[src/x86_opnd_pkg.sv]
`default_nettype none

package x86_opnd_pkg;

  // Unescaped instruction window, byte 0 is the first byte after the opcode
  typedef logic [87:0] instr_window_t;

  // Operand-form code from the opcode tables
  typedef logic [3:0] opnd_form_t;

  // ModR/M and SIB bytes
  typedef logic [7:0] byte_t;

  // Displacement or immediate after extension
  typedef logic [31:0] word32_t;

  // Byte count of one field, 0, 1, 2 or 4
  typedef logic [2:0] field_len_t;

  // Displacement plus immediate bytes, at most 8
  typedef logic [3:0] total_len_t;

  // Operand forms, codes 14 and 15 behave as FORM_NONE
  localparam opnd_form_t FORM_NONE       = 4'd0;
  localparam opnd_form_t FORM_IMM        = 4'd1;
  localparam opnd_form_t FORM_REG_IMM    = 4'd2;
  localparam opnd_form_t FORM_EAX_IMM    = 4'd3;
  localparam opnd_form_t FORM_RM         = 4'd4;
  localparam opnd_form_t FORM_RM_IMM     = 4'd5;
  localparam opnd_form_t FORM_RM_REG     = 4'd6;
  localparam opnd_form_t FORM_RM_REG_IMM = 4'd7;
  localparam opnd_form_t FORM_RM_REG_CL  = 4'd8;
  localparam opnd_form_t FORM_RM_CL      = 4'd9;
  localparam opnd_form_t FORM_REG_RM     = 4'd10;
  localparam opnd_form_t FORM_REG_RM_IMM = 4'd11;
  localparam opnd_form_t FORM_DISP8      = 4'd12;
  localparam opnd_form_t FORM_DISP32     = 4'd13;

  // Addressing result
  typedef struct packed {
    logic    has_modrm;
    logic    has_sib;
    logic    has_disp;
    logic    is_disp8;
    logic    is_disp32;
    logic    rm_reg_direct;
    byte_t   modrm;
    byte_t   sib;
    word32_t disp;
    // Operand routing of the ModR/M fields and the displacement
    logic    opnd0_rm;
    logic    opnd0_reg;
    logic    opnd1_rm;
    logic    opnd1_reg;
    logic    opnd0_disp;
    logic    opnd1_disp;
  } addr_info_t;

  // Immediate classification, no data yet
  typedef struct packed {
    logic       has_imm;
    field_len_t imm_len;
    logic       imm_sext;
  } imm_info_t;

  // Registered decoder output
  typedef struct packed {
    addr_info_t addr;
    logic       has_imm;
    word32_t    imm;
    total_len_t imm_disp_len;
  } opnd_sig_t;

  // Four window bytes starting at byte offset off, upper bytes past the window read 0
  function automatic word32_t window_word(instr_window_t w, logic [2:0] off);
    return word32_t'(w >> {off, 3'b000});
  endfunction

  // Keep len bytes of raw, 8-bit fields may sign-extend
  function automatic word32_t extend_field(word32_t raw, field_len_t len, logic sext);
    word32_t res;
    case (len)
      3'd1:    res = {{24{sext & raw[7]}}, raw[7:0]};
      // 16-bit fields are always zero-extended
      3'd2:    res = {16'h0000, raw[15:0]};
      3'd4:    res = raw;
      default: res = '0;
    endcase
    return res;
  endfunction

  // Displacement byte count from the size flags
  function automatic field_len_t disp_len_of(logic is_disp8, logic is_disp32);
    return is_disp32 ? 3'd4 : (is_disp8 ? 3'd1 : 3'd0);
  endfunction

endpackage

`default_nettype wire

[src/modrm_sib_decode.sv]
`timescale 1ns/1ns
`default_nettype none

module modrm_sib_decode import x86_opnd_pkg::*; (
  input  wire instr_window_t instr,
  input  wire opnd_form_t    form,
  input  wire logic          addr16,
  input  wire logic          source_is_sext,
  output addr_info_t         addr
);

  logic       opnd0_rm;
  logic       opnd0_reg;
  logic       opnd1_reg;
  logic       has_modrm;
  byte_t      modrm_byte;
  logic [1:0] mod;
  logic [2:0] rm;
  logic       rm_direct;
  logic       has_sib;
  byte_t      sib_byte;
  logic       modrm_disp;
  logic       sib_disp;
  logic       form_disp8;
  logic       form_disp32;
  logic       has_disp;
  logic       is_disp8;
  logic       is_disp32;
  logic       disp_sext;
  logic [2:0] disp_off;
  field_len_t disp_len;
  word32_t    disp;

  // R/M field is operand 0, direction bit clear
  assign opnd0_rm = form inside {FORM_RM, FORM_RM_IMM, FORM_RM_REG,
                                 FORM_RM_REG_IMM, FORM_RM_REG_CL, FORM_RM_CL};

  // REG field is operand 0, direction bit set
  assign opnd0_reg = form inside {FORM_REG_RM, FORM_REG_RM_IMM};

  // REG field as second operand
  assign opnd1_reg = form inside {FORM_RM_REG, FORM_RM_REG_IMM, FORM_RM_REG_CL};

  // Any routing class implies a ModR/M byte
  assign has_modrm = opnd0_rm | opnd0_reg;

  // ModR/M sits at byte 0, reported as 0 when absent
  assign modrm_byte = has_modrm ? instr[7:0] : '0;
  assign mod        = modrm_byte[7:6];
  assign rm         = modrm_byte[2:0];

  // mod 3 selects a register instead of memory
  assign rm_direct = has_modrm & (mod == 2'b11);

  // SIB escape is rm 4 in a memory mode, not available with 16-bit addressing
  assign has_sib = has_modrm & ~addr16 & ~rm_direct & (rm == 3'd4);

  // SIB follows ModR/M at byte 1
  assign sib_byte = has_sib ? instr[15:8] : '0;

  // Memory modes with a displacement, mod 0 rm 5 is the absolute disp32 case
  assign modrm_disp = has_modrm & ~rm_direct &
                      ((mod == 2'b01) | (mod == 2'b10) | ((mod == 2'b00) & (rm == 3'd5)));

  // SIB base 5 adds a displacement (disp32 for mod 0)
  assign sib_disp = has_sib & (sib_byte[2:0] == 3'd5);

  // Displacement-only forms without a ModR/M byte
  assign form_disp8  = (form == FORM_DISP8);
  assign form_disp32 = (form == FORM_DISP32);

  assign has_disp = modrm_disp | sib_disp | form_disp8 | form_disp32;

  // Only mod 1 and the DISP8 form carry a single byte
  assign is_disp8  = has_disp & (form_disp8 | (has_modrm & (mod == 2'b01)));
  assign is_disp32 = has_disp & ~is_disp8;

  // Addressing disp8 is signed, a DISP8 form follows the opcode flag
  assign disp_sext = has_modrm | source_is_sext;

  // Displacement starts behind SIB, behind ModR/M, or at byte 0
  always_comb begin
    if (has_sib) begin
      disp_off = 3'd2;
    end else if (has_modrm) begin
      disp_off = 3'd1;
    end else begin
      disp_off = 3'd0;
    end
  end

  assign disp_len = disp_len_of(is_disp8, is_disp32);

  // Length 0 yields 0 when there is no displacement
  assign disp = extend_field(window_word(instr, disp_off), disp_len, disp_sext);

  always_comb begin
    addr.has_modrm     = has_modrm;
    addr.has_sib       = has_sib;
    addr.has_disp      = has_disp;
    addr.is_disp8      = is_disp8;
    addr.is_disp32     = is_disp32;
    addr.rm_reg_direct = rm_direct;
    addr.modrm         = modrm_byte;
    addr.sib           = sib_byte;
    addr.disp          = disp;
    addr.opnd0_rm      = opnd0_rm;
    addr.opnd0_reg     = opnd0_reg;
    // With the direction bit set, R/M moves to operand 1
    addr.opnd1_rm      = opnd0_reg;
    addr.opnd1_reg     = opnd1_reg;
    // Displacement belongs to whichever operand is addressed through R/M
    addr.opnd0_disp    = form_disp8 | form_disp32 | (has_disp & opnd0_rm);
    addr.opnd1_disp    = has_disp & opnd0_reg;
  end

endmodule

`default_nettype wire

[src/imm_decode.sv]
`timescale 1ns/1ns
`default_nettype none

module imm_decode import x86_opnd_pkg::*; (
  input  wire opnd_form_t form,
  input  wire logic       oper16,
  input  wire logic       imm_1byte,
  input  wire logic       source_is_sext,
  output imm_info_t       imm
);

  logic       has_imm;
  logic       is_imm8;
  logic       is_imm16;
  logic       is_imm32;
  field_len_t imm_len;

  // Forms that end in an immediate
  always_comb begin
    case (form)
      FORM_IMM,
      FORM_REG_IMM,
      FORM_EAX_IMM,
      FORM_RM_IMM,
      FORM_RM_REG_IMM,
      FORM_REG_RM_IMM: has_imm = 1'b1;
      default:         has_imm = 1'b0;
    endcase
  end

  // Byte-immediate opcodes ignore the operand-size prefix
  assign is_imm8 = has_imm & imm_1byte;

  // 66h prefix shrinks a full immediate to a word
  assign is_imm16 = has_imm & ~imm_1byte & oper16;

  // Default operand size is 32 bits
  assign is_imm32 = has_imm & ~imm_1byte & ~oper16;

  always_comb begin
    if (is_imm32) begin
      imm_len = 3'd4;
    end else if (is_imm16) begin
      imm_len = 3'd2;
    end else if (is_imm8) begin
      imm_len = 3'd1;
    end else begin
      imm_len = 3'd0;
    end
  end

  always_comb begin
    imm.has_imm  = has_imm;
    imm.imm_len  = imm_len;
    // Only a byte immediate can be sign-extended
    imm.imm_sext = is_imm8 & source_is_sext;
  end

endmodule

`default_nettype wire

[src/opnd_assemble.sv]
`timescale 1ns/1ns
`default_nettype none

module opnd_assemble import x86_opnd_pkg::*; (
  input  wire logic          clk,
  input  wire logic          arst_n,
  input  wire logic          valid,
  input  wire instr_window_t instr,
  input  wire addr_info_t    addr,
  input  wire imm_info_t     imm,
  output logic               out_valid,
  output opnd_sig_t          sig
);

  field_len_t disp_len;
  logic [2:0] imm_off;
  word32_t    imm_raw;
  word32_t    imm_val;
  total_len_t len_sum;
  opnd_sig_t  sig_d;

  assign disp_len = disp_len_of(addr.is_disp8, addr.is_disp32);

  // Immediate follows ModR/M, SIB and displacement, at most byte 6
  assign imm_off = {2'b00, addr.has_modrm} + {2'b00, addr.has_sib} + disp_len;

  // Up to four bytes from the immediate offset
  assign imm_raw = window_word(instr, imm_off);

  // imm_len of 0 forces the immediate to 0
  assign imm_val = extend_field(imm_raw, imm.imm_len, imm.imm_sext);

  // 4 + 4 at most, fits in four bits
  assign len_sum = {1'b0, disp_len} + {1'b0, imm.imm_len};

  always_comb begin
    sig_d.addr         = addr;
    sig_d.has_imm      = imm.has_imm;
    sig_d.imm          = imm_val;
    sig_d.imm_disp_len = len_sum;
  end

  // Output stage
  always_ff @(posedge clk or negedge arst_n) begin
    if (!arst_n) begin
      out_valid <= 1'b0;
      sig       <= '0;
    end else begin
      out_valid <= valid;
      // Hold the last result between beats
      if (valid) begin
        sig <= sig_d;
      end
    end
  end

endmodule

`default_nettype wire

[src/x86_opnd_decode.sv]
`timescale 1ns/1ns
`default_nettype none

module x86_opnd_decode import x86_opnd_pkg::*; (
  input  wire logic          clk,
  input  wire logic          arst_n,
  input  wire logic          in_valid,
  input  wire instr_window_t instr,
  input  wire opnd_form_t    form,
  input  wire logic          addr16,
  input  wire logic          oper16,
  input  wire logic          imm_1byte,
  input  wire logic          source_is_sext,
  output logic               out_valid,
  output opnd_sig_t          sig
);

  // One captured instruction with its flags
  typedef struct packed {
    instr_window_t instr;
    opnd_form_t    form;
    logic          addr16;
    logic          oper16;
    logic          imm_1byte;
    logic          source_is_sext;
  } capture_t;

  capture_t   cap_q;
  logic       valid_q;
  addr_info_t addr_info;
  imm_info_t  imm_info;

  // Input capture, loads on every strobe
  always_ff @(posedge clk) begin
    if (in_valid) begin
      cap_q.instr          <= instr;
      cap_q.form           <= form;
      cap_q.addr16         <= addr16;
      cap_q.oper16         <= oper16;
      cap_q.imm_1byte      <= imm_1byte;
      cap_q.source_is_sext <= source_is_sext;
    end
  end

  // First valid stage, the second lives in opnd_assemble
  always_ff @(posedge clk or negedge arst_n) begin
    if (!arst_n) begin
      valid_q <= 1'b0;
    end else begin
      valid_q <= in_valid;
    end
  end

  modrm_sib_decode u_modrm_sib_decode (
    .instr          (cap_q.instr),
    .form           (cap_q.form),
    .addr16         (cap_q.addr16),
    .source_is_sext (cap_q.source_is_sext),
    .addr           (addr_info)
  );

  imm_decode u_imm_decode (
    .form           (cap_q.form),
    .oper16         (cap_q.oper16),
    .imm_1byte      (cap_q.imm_1byte),
    .source_is_sext (cap_q.source_is_sext),
    .imm            (imm_info)
  );

  // Immediate extraction and output register
  opnd_assemble u_opnd_assemble (
    .clk       (clk),
    .arst_n    (arst_n),
    .valid     (valid_q),
    .instr     (cap_q.instr),
    .addr      (addr_info),
    .imm       (imm_info),
    .out_valid (out_valid),
    .sig       (sig)
  );

endmodule

`default_nettype wire

[config.mk]
export PLATFORM = sky130hd
export DESIGN_NAME = x86_opnd_decode
export DESIGN_NICKNAME = d
export VERILOG_FILES = /design/src/x86_opnd_pkg.sv /design/src/modrm_sib_decode.sv /design/src/imm_decode.sv /design/src/opnd_assemble.sv /design/src/x86_opnd_decode.sv
export SDC_FILE = /design/constraint.sdc
export NUM_CORES = 1
export LEC_CHECK = 0
export BUFFER_PORTS_ARGS = -buffer_cell sky130_fd_sc_hd__buf_4
export CORE_AREA = 4 4 145 147
export DETAILED_ROUTE_END_ITERATION = 7
export DIE_AREA = 0 0 149 151
export GPL_ROUTABILITY_DRIVEN = 0
export HOLD_SLACK_MARGIN = 0.05
export PLACE_DENSITY = 0.8
export SETUP_SLACK_MARGIN = 0.15
export SYNTH_ARGS = -nofsm -noshare
export SYNTH_HDL_FRONTEND = slang
export SYNTH_SLANG_ARGS = --single-unit
[constraint.sdc]
create_clock -name clk -period 8.4 [get_ports clk]
set_clock_uncertainty 0.2 [all_clocks]
set_input_delay 2.52 -clock clk [delete_from_list [all_inputs] [get_ports clk]]
set_output_delay 2.52 -clock clk [all_outputs]
set_load 0.03 [all_outputs]
* Word-level counts from Yosys, hierarchy flattened *
Index checks and enable logic that the tools add are counted.

cells by class
  add/sub/neg operators = 3
  equality and inequality tests = 25
  shifts and indexed selects = 2
  multiplexer cells = 12
  bitwise operators = 35
  reduce and logical (&&, ||, !) cells = 5

operators by type and width
  kind                number
  $pmux 32 s3         2
  $shr 88x6->32       2
  $eq 4x4->1 const B  6
  $and 1x1->1         20
  $eq 4x3->1 const B  4
  $mux 8              2
  $eq 3x3->1 const B  5
  $mux 3              4
  $or 1x1->1          10
  $eq 4x2->1 const B  2
  $eq 3x1->1 const B  2
  $eq 3x2->1 const B  2
  $reduce_bool 6->1   1
  $reduce_or 6->1     1
  $not 1->1           5
  $add 3x3->4         1
  $eq 2x2->1 const B  2
  $eq 4x1->1 const B  1
  $mux 1              4
  $add 3x3->3         1
  $reduce_bool 3->1   1
  $add 1x1->2         1
  $eq 2x1->1 const B  1
  $logic_not 2->1     1
  $reduce_bool 2->1   1

word-level totals
  register bits = 194
  output and inout port bits = 98
  word-level logic and storage cells = 107

* Depth between registers and ports, before layout *
  depth after elaboration = 23
  depth in mapped cells = 19
  gate-level depth less buffers = 16

* Modules after synthesis *
From an unflattened synthesis, not the netlist that was laid out.

second synthesis, totals
  cell total of the unflattened synthesis = 743
  area, all modules = 10,251.1 sq um

by module, submodules not included
  module            instances  cells an instance  area an instance (sq um)  sequential area each (sq um)
  opnd_assemble     1          427                5,642.9                   2,452.4
  x86_opnd_decode   1          97                 2,907.8                   2,907.8
  modrm_sib_decode  1          210                1,627.8                   0.0
  imm_decode        1          9                  72.6                      0.0

* Least setup slack after synthesis *
OpenSTA, ideal clock, no wires.

  kind = reg-to-reg
  from = register, netlist name cap_q[6]
  to = register, netlist name u_opnd_assemble.sig[4]
  arrival = 4.527 ns
  data required time = 8.065 ns
  slack = 3.539 ns
  cell stages (with the launch flop) = 18
  buffers on the path = 3
  period minus slack after synthesis = 4.861 ns
  cells stage by stage = edfxtp_1 -> inv_1 -> ha_1 -> clkbuf_1 -> nand2_1 -> inv_1 -> ha_1 -> nand4bb_1 -> nor3_4 -> inv_2 -> o21ai_1 -> nand2_1 -> fa_1 -> buf_2 -> buf_1 -> mux4_2 -> mux2i_1 -> o22ai_1

==> results.sh <==
export IMPL_syn_inst=781
export IMPL_vias_per_cell=6.02
export IMPL_syn_nets=895
export IMPL_yosysWarnings=0
export IMPL_cts_sinks=194
export IMPL_path_clk_slew_ns=0.07
export IMPL_switching_share_pct=33.7
export IMPL_hold_path_depth=1
export IMPL_cp_required_ns=8.51
export IMPL_yosysSeqAreaShare_pct=55.0
export IMPL_grt_max_degree=80
export IMPL_slowest_delay_ns=1.54
export IMPL_seq_power_share_pct=43.6
export IMPL_fin_crit_ns=6.09
export IMPL_io_buffers=196
export IMPL_p_comb_share_pct=28.2
export IMPL_clockBufferDepth=2
export IMPL_worstHoldStart="u_opnd_assemble.sig[36]"
export IMPL_synth_top_area_share_pct=29.7
export IMPL_r2r_cells=16
export IMPL_wl_um=27000
export IMPL_r2r_start="cap_q[6]"
export IMPL_setup_viol=0
export IMPL_antenna_found_initial=0
export IMPL_vias=7346
export IMPL_syn_area_um2=9710
export IMPL_drt_iter0_markers=925
export IMPL_post_synth_cell_area_avg_um2=12.4
export IMPL_grt_pass1_wl_um=40800
export IMPL_clkLatencyLatePin_ns=0.45
export IMPL_cts_tree="yes"
export IMPL_numCtsBuffers=17
export IMPL_htree_num_levels=4
export IMPL_async_reset_ff_share_pct=50.5
export IMPL_p_sw_uw=938
export IMPL_initial_core_util_pct=48.8
export IMPL_min_to="u_opnd_assemble.sig[36]"
export IMPL_yosys_area_top_type="edfxtp_1"
export IMPL_core_area_um2=19900
export IMPL_die_area_um2=22500
export IMPL_p_clk_share_pct=28.2
export IMPL_final_hold_viol_count=0
export IMPL_post_route_drc_count=0
export IMPL_cts_root_buf="clkbuf_16"
export IMPL_crit_fanout=79
export IMPL_path_cells="inv_1 > ha_1 > and2_1 > ha_1 > nand4bb_1 > nor3_4 > inv_2 > o21ai_1 > nand2_1 > fa_4 > mux4_2 > nand4_1 > nand2_1 > mux2i_1 > buf_4 > a31oi_1"
export IMPL_pre_cts_slack_ns=2.38
export IMPL_hpwlAfterDp_um=19300
export IMPL_grt_usage_pct=24.1
export IMPL_num_nets_final=1052
export IMPL_outcome="completed"
export IMPL_final_util_pct=59.7
export IMPL_setup_ws_ns=2.31
export IMPL_startpoint_type="flip-flop"
export IMPL_drive_gt1_share_pct=32.7
export IMPL_reg2reg_to="u_opnd_assemble.sig[33]"
export IMPL_grt_pass1_vias=7030
export IMPL_synth_cell_types=38
export IMPL_synth_most_common_cell="dfrtp_1"
export IMPL_fin_cells=1221
export IMPL_fmax_mhz=164
export IMPL_slew_violations=0
export IMPL_hp_class="flip-flop to flip-flop"
export IMPL_cts_setup_buffers=0
export IMPL_overflow=0
export IMPL_tightest_slew_ns=1.25
export IMPL_synth_common_cells="98 x dfrtp_1, 96 x edfxtp_1, 69 x inv_1"
export IMPL_setup_tns_final_ns=0
export IMPL_fin_crit_sh_pct=72.5
export IMPL_maxSlewHeadroom_pct=16.5
export IMPL_endpoint_kind="flip-flop"
export IMPL_maxCapViolations=0
export IMPL_syn2layout_area_growth_pct=22.4
export IMPL_synthFlopType="dfrtp_1"
export IMPL_synth_seq_cells=194
export IMPL_regToRegSetupSlack_ns=2.31
export IMPL_slowest_stage="fa_4"
export IMPL_p_int_uw=1850
export IMPL_antenna_left=0
export IMPL_synthTopCellsByArea="edfxtp_1 30%, dfrtp_1 25%, mux4_2 11%, mux2i_1 6.5%, o21ai_0 3.1%"
export IMPL_p_leak_uw=0.00508
export IMPL_p_per_area_nw_per_um2=235
export IMPL_rsz0062_at_grt="no"
export IMPL_die_y_um=151
export IMPL_synth_edf_count=96
export IMPL_dr_pass1_iters=5
export IMPL_post_drt_wl_per_cell_um=22.1
export IMPL_critPathKind="flip-flop to flip-flop"
export IMPL_cts_resized=0
export IMPL_antenna_diode_count=0
export IMPL_placementRows=52
export IMPL_io_pins=197
export IMPL_die_x_um=149
export IMPL_ir_drop_v=0.000163
export IMPL_dp_cells=1189
export IMPL_holdBufCountCts=0
export IMPL_worstPathArrival_ns=6.20
## area by class of cell
type                            instances  area [um2]
Inverter                               70         263
Clock buffer                           21         450
Clock inverter                         11         105
Sequential cell                       194        5340
Fill cell                            1627        8030
Multi-Input combinational cell        453        3870
Timing Repair Buffer                  202        1520
Tap cell                              270         338
## per-layer routing
layer / routed length, um / vias to the layer above / track usage (%)
li1: - / 3243 / -
met1: 10600 / 3578 / 32.2
met2: 12900 / 452 / 38.3
met3: 2560 / 73 / 6.25
met4: 973 / 0 / 8.97
met5: 0 / - / 0
## cells in the final DEF (no fill, tap or decap), types with 17 or more instances in the layout
cell type  netlist  layout
nand2_1         56      56
o22ai_1         33      33
clkbuf_16        0      17
o21ai_0         60      60
a31oi_1         26      26
mux2_2          24      24
o2111ai_1       23      23
mux4_2          46      46
inv_1           69      69
a21oi_1         30      30
edfxtp_1        96      96
nand3_1         38      38
dfrtp_1         98      97
buf_4            1     202
mux2i_1         63      63
## power groups by stage
stage          Clock, uW  Sequential (uW)  Combinational [uW]
4_1_cts              791             1210                 781
2_1_floorplan          0             1330                 372
3_5_place_dp           0             1230                 776
5_1_grt              830             1220                 837
3_3_place_gp           0             1230                 765
6_report             787             1210                 786
## metrics by stage
step	total power, uW	instance area (um2)	hold WS [ns]
after floorplan	1700	9710	0.152
after global placement	1990	11300	0.265
after detailed placement	2010	11300	0.269
after CTS	2780	11900	0.284
after global routing	2890	11900	0.293
final	2790	11900	0.280
## kinds of logic after synthesis
kind of cell	synth area share, %
simple gates	5.75
flops	55.0
fa+ha+maj	2.01
buf+inv	5.39
compound gates	11.5
xor+xnor	0.464
mux	20.0
## flip-flops by register name, summed over array words and instances (netlist names)
name	cells
u_opnd_assemble.out_valid	1
u_opnd_assemble.sig	96
cap_q	96
valid_q	1
## worst max-delay path: cells and delay by family, from the launching register on
kind                     cells  cell delay (ns)
AO/OA/AOI/OAI                2             0.57
adder cells (fa/ha/maj)      3             2.30
buffers and inverters        3             0.55
flip-flops                   1             0.39
multiplexers                 2             0.80
AND/OR/NAND/NOR              6             1.13
## worst max path at each step
stage	from	to	depth (start not counted)
floorplan	cap_q[6]	u_opnd_assemble.sig[4]	17
global placement	cap_q[6]	u_opnd_assemble.sig[22]	16
detailed placement	cap_q[6]	u_opnd_assemble.sig[12]	16
CTS	cap_q[6]	u_opnd_assemble.sig[12]	16
global route	cap_q[6]	u_opnd_assemble.sig[33]	17
finish	cap_q[6]	u_opnd_assemble.sig[33]	16
Note: power is estimated with default switching activity, not from simulation.
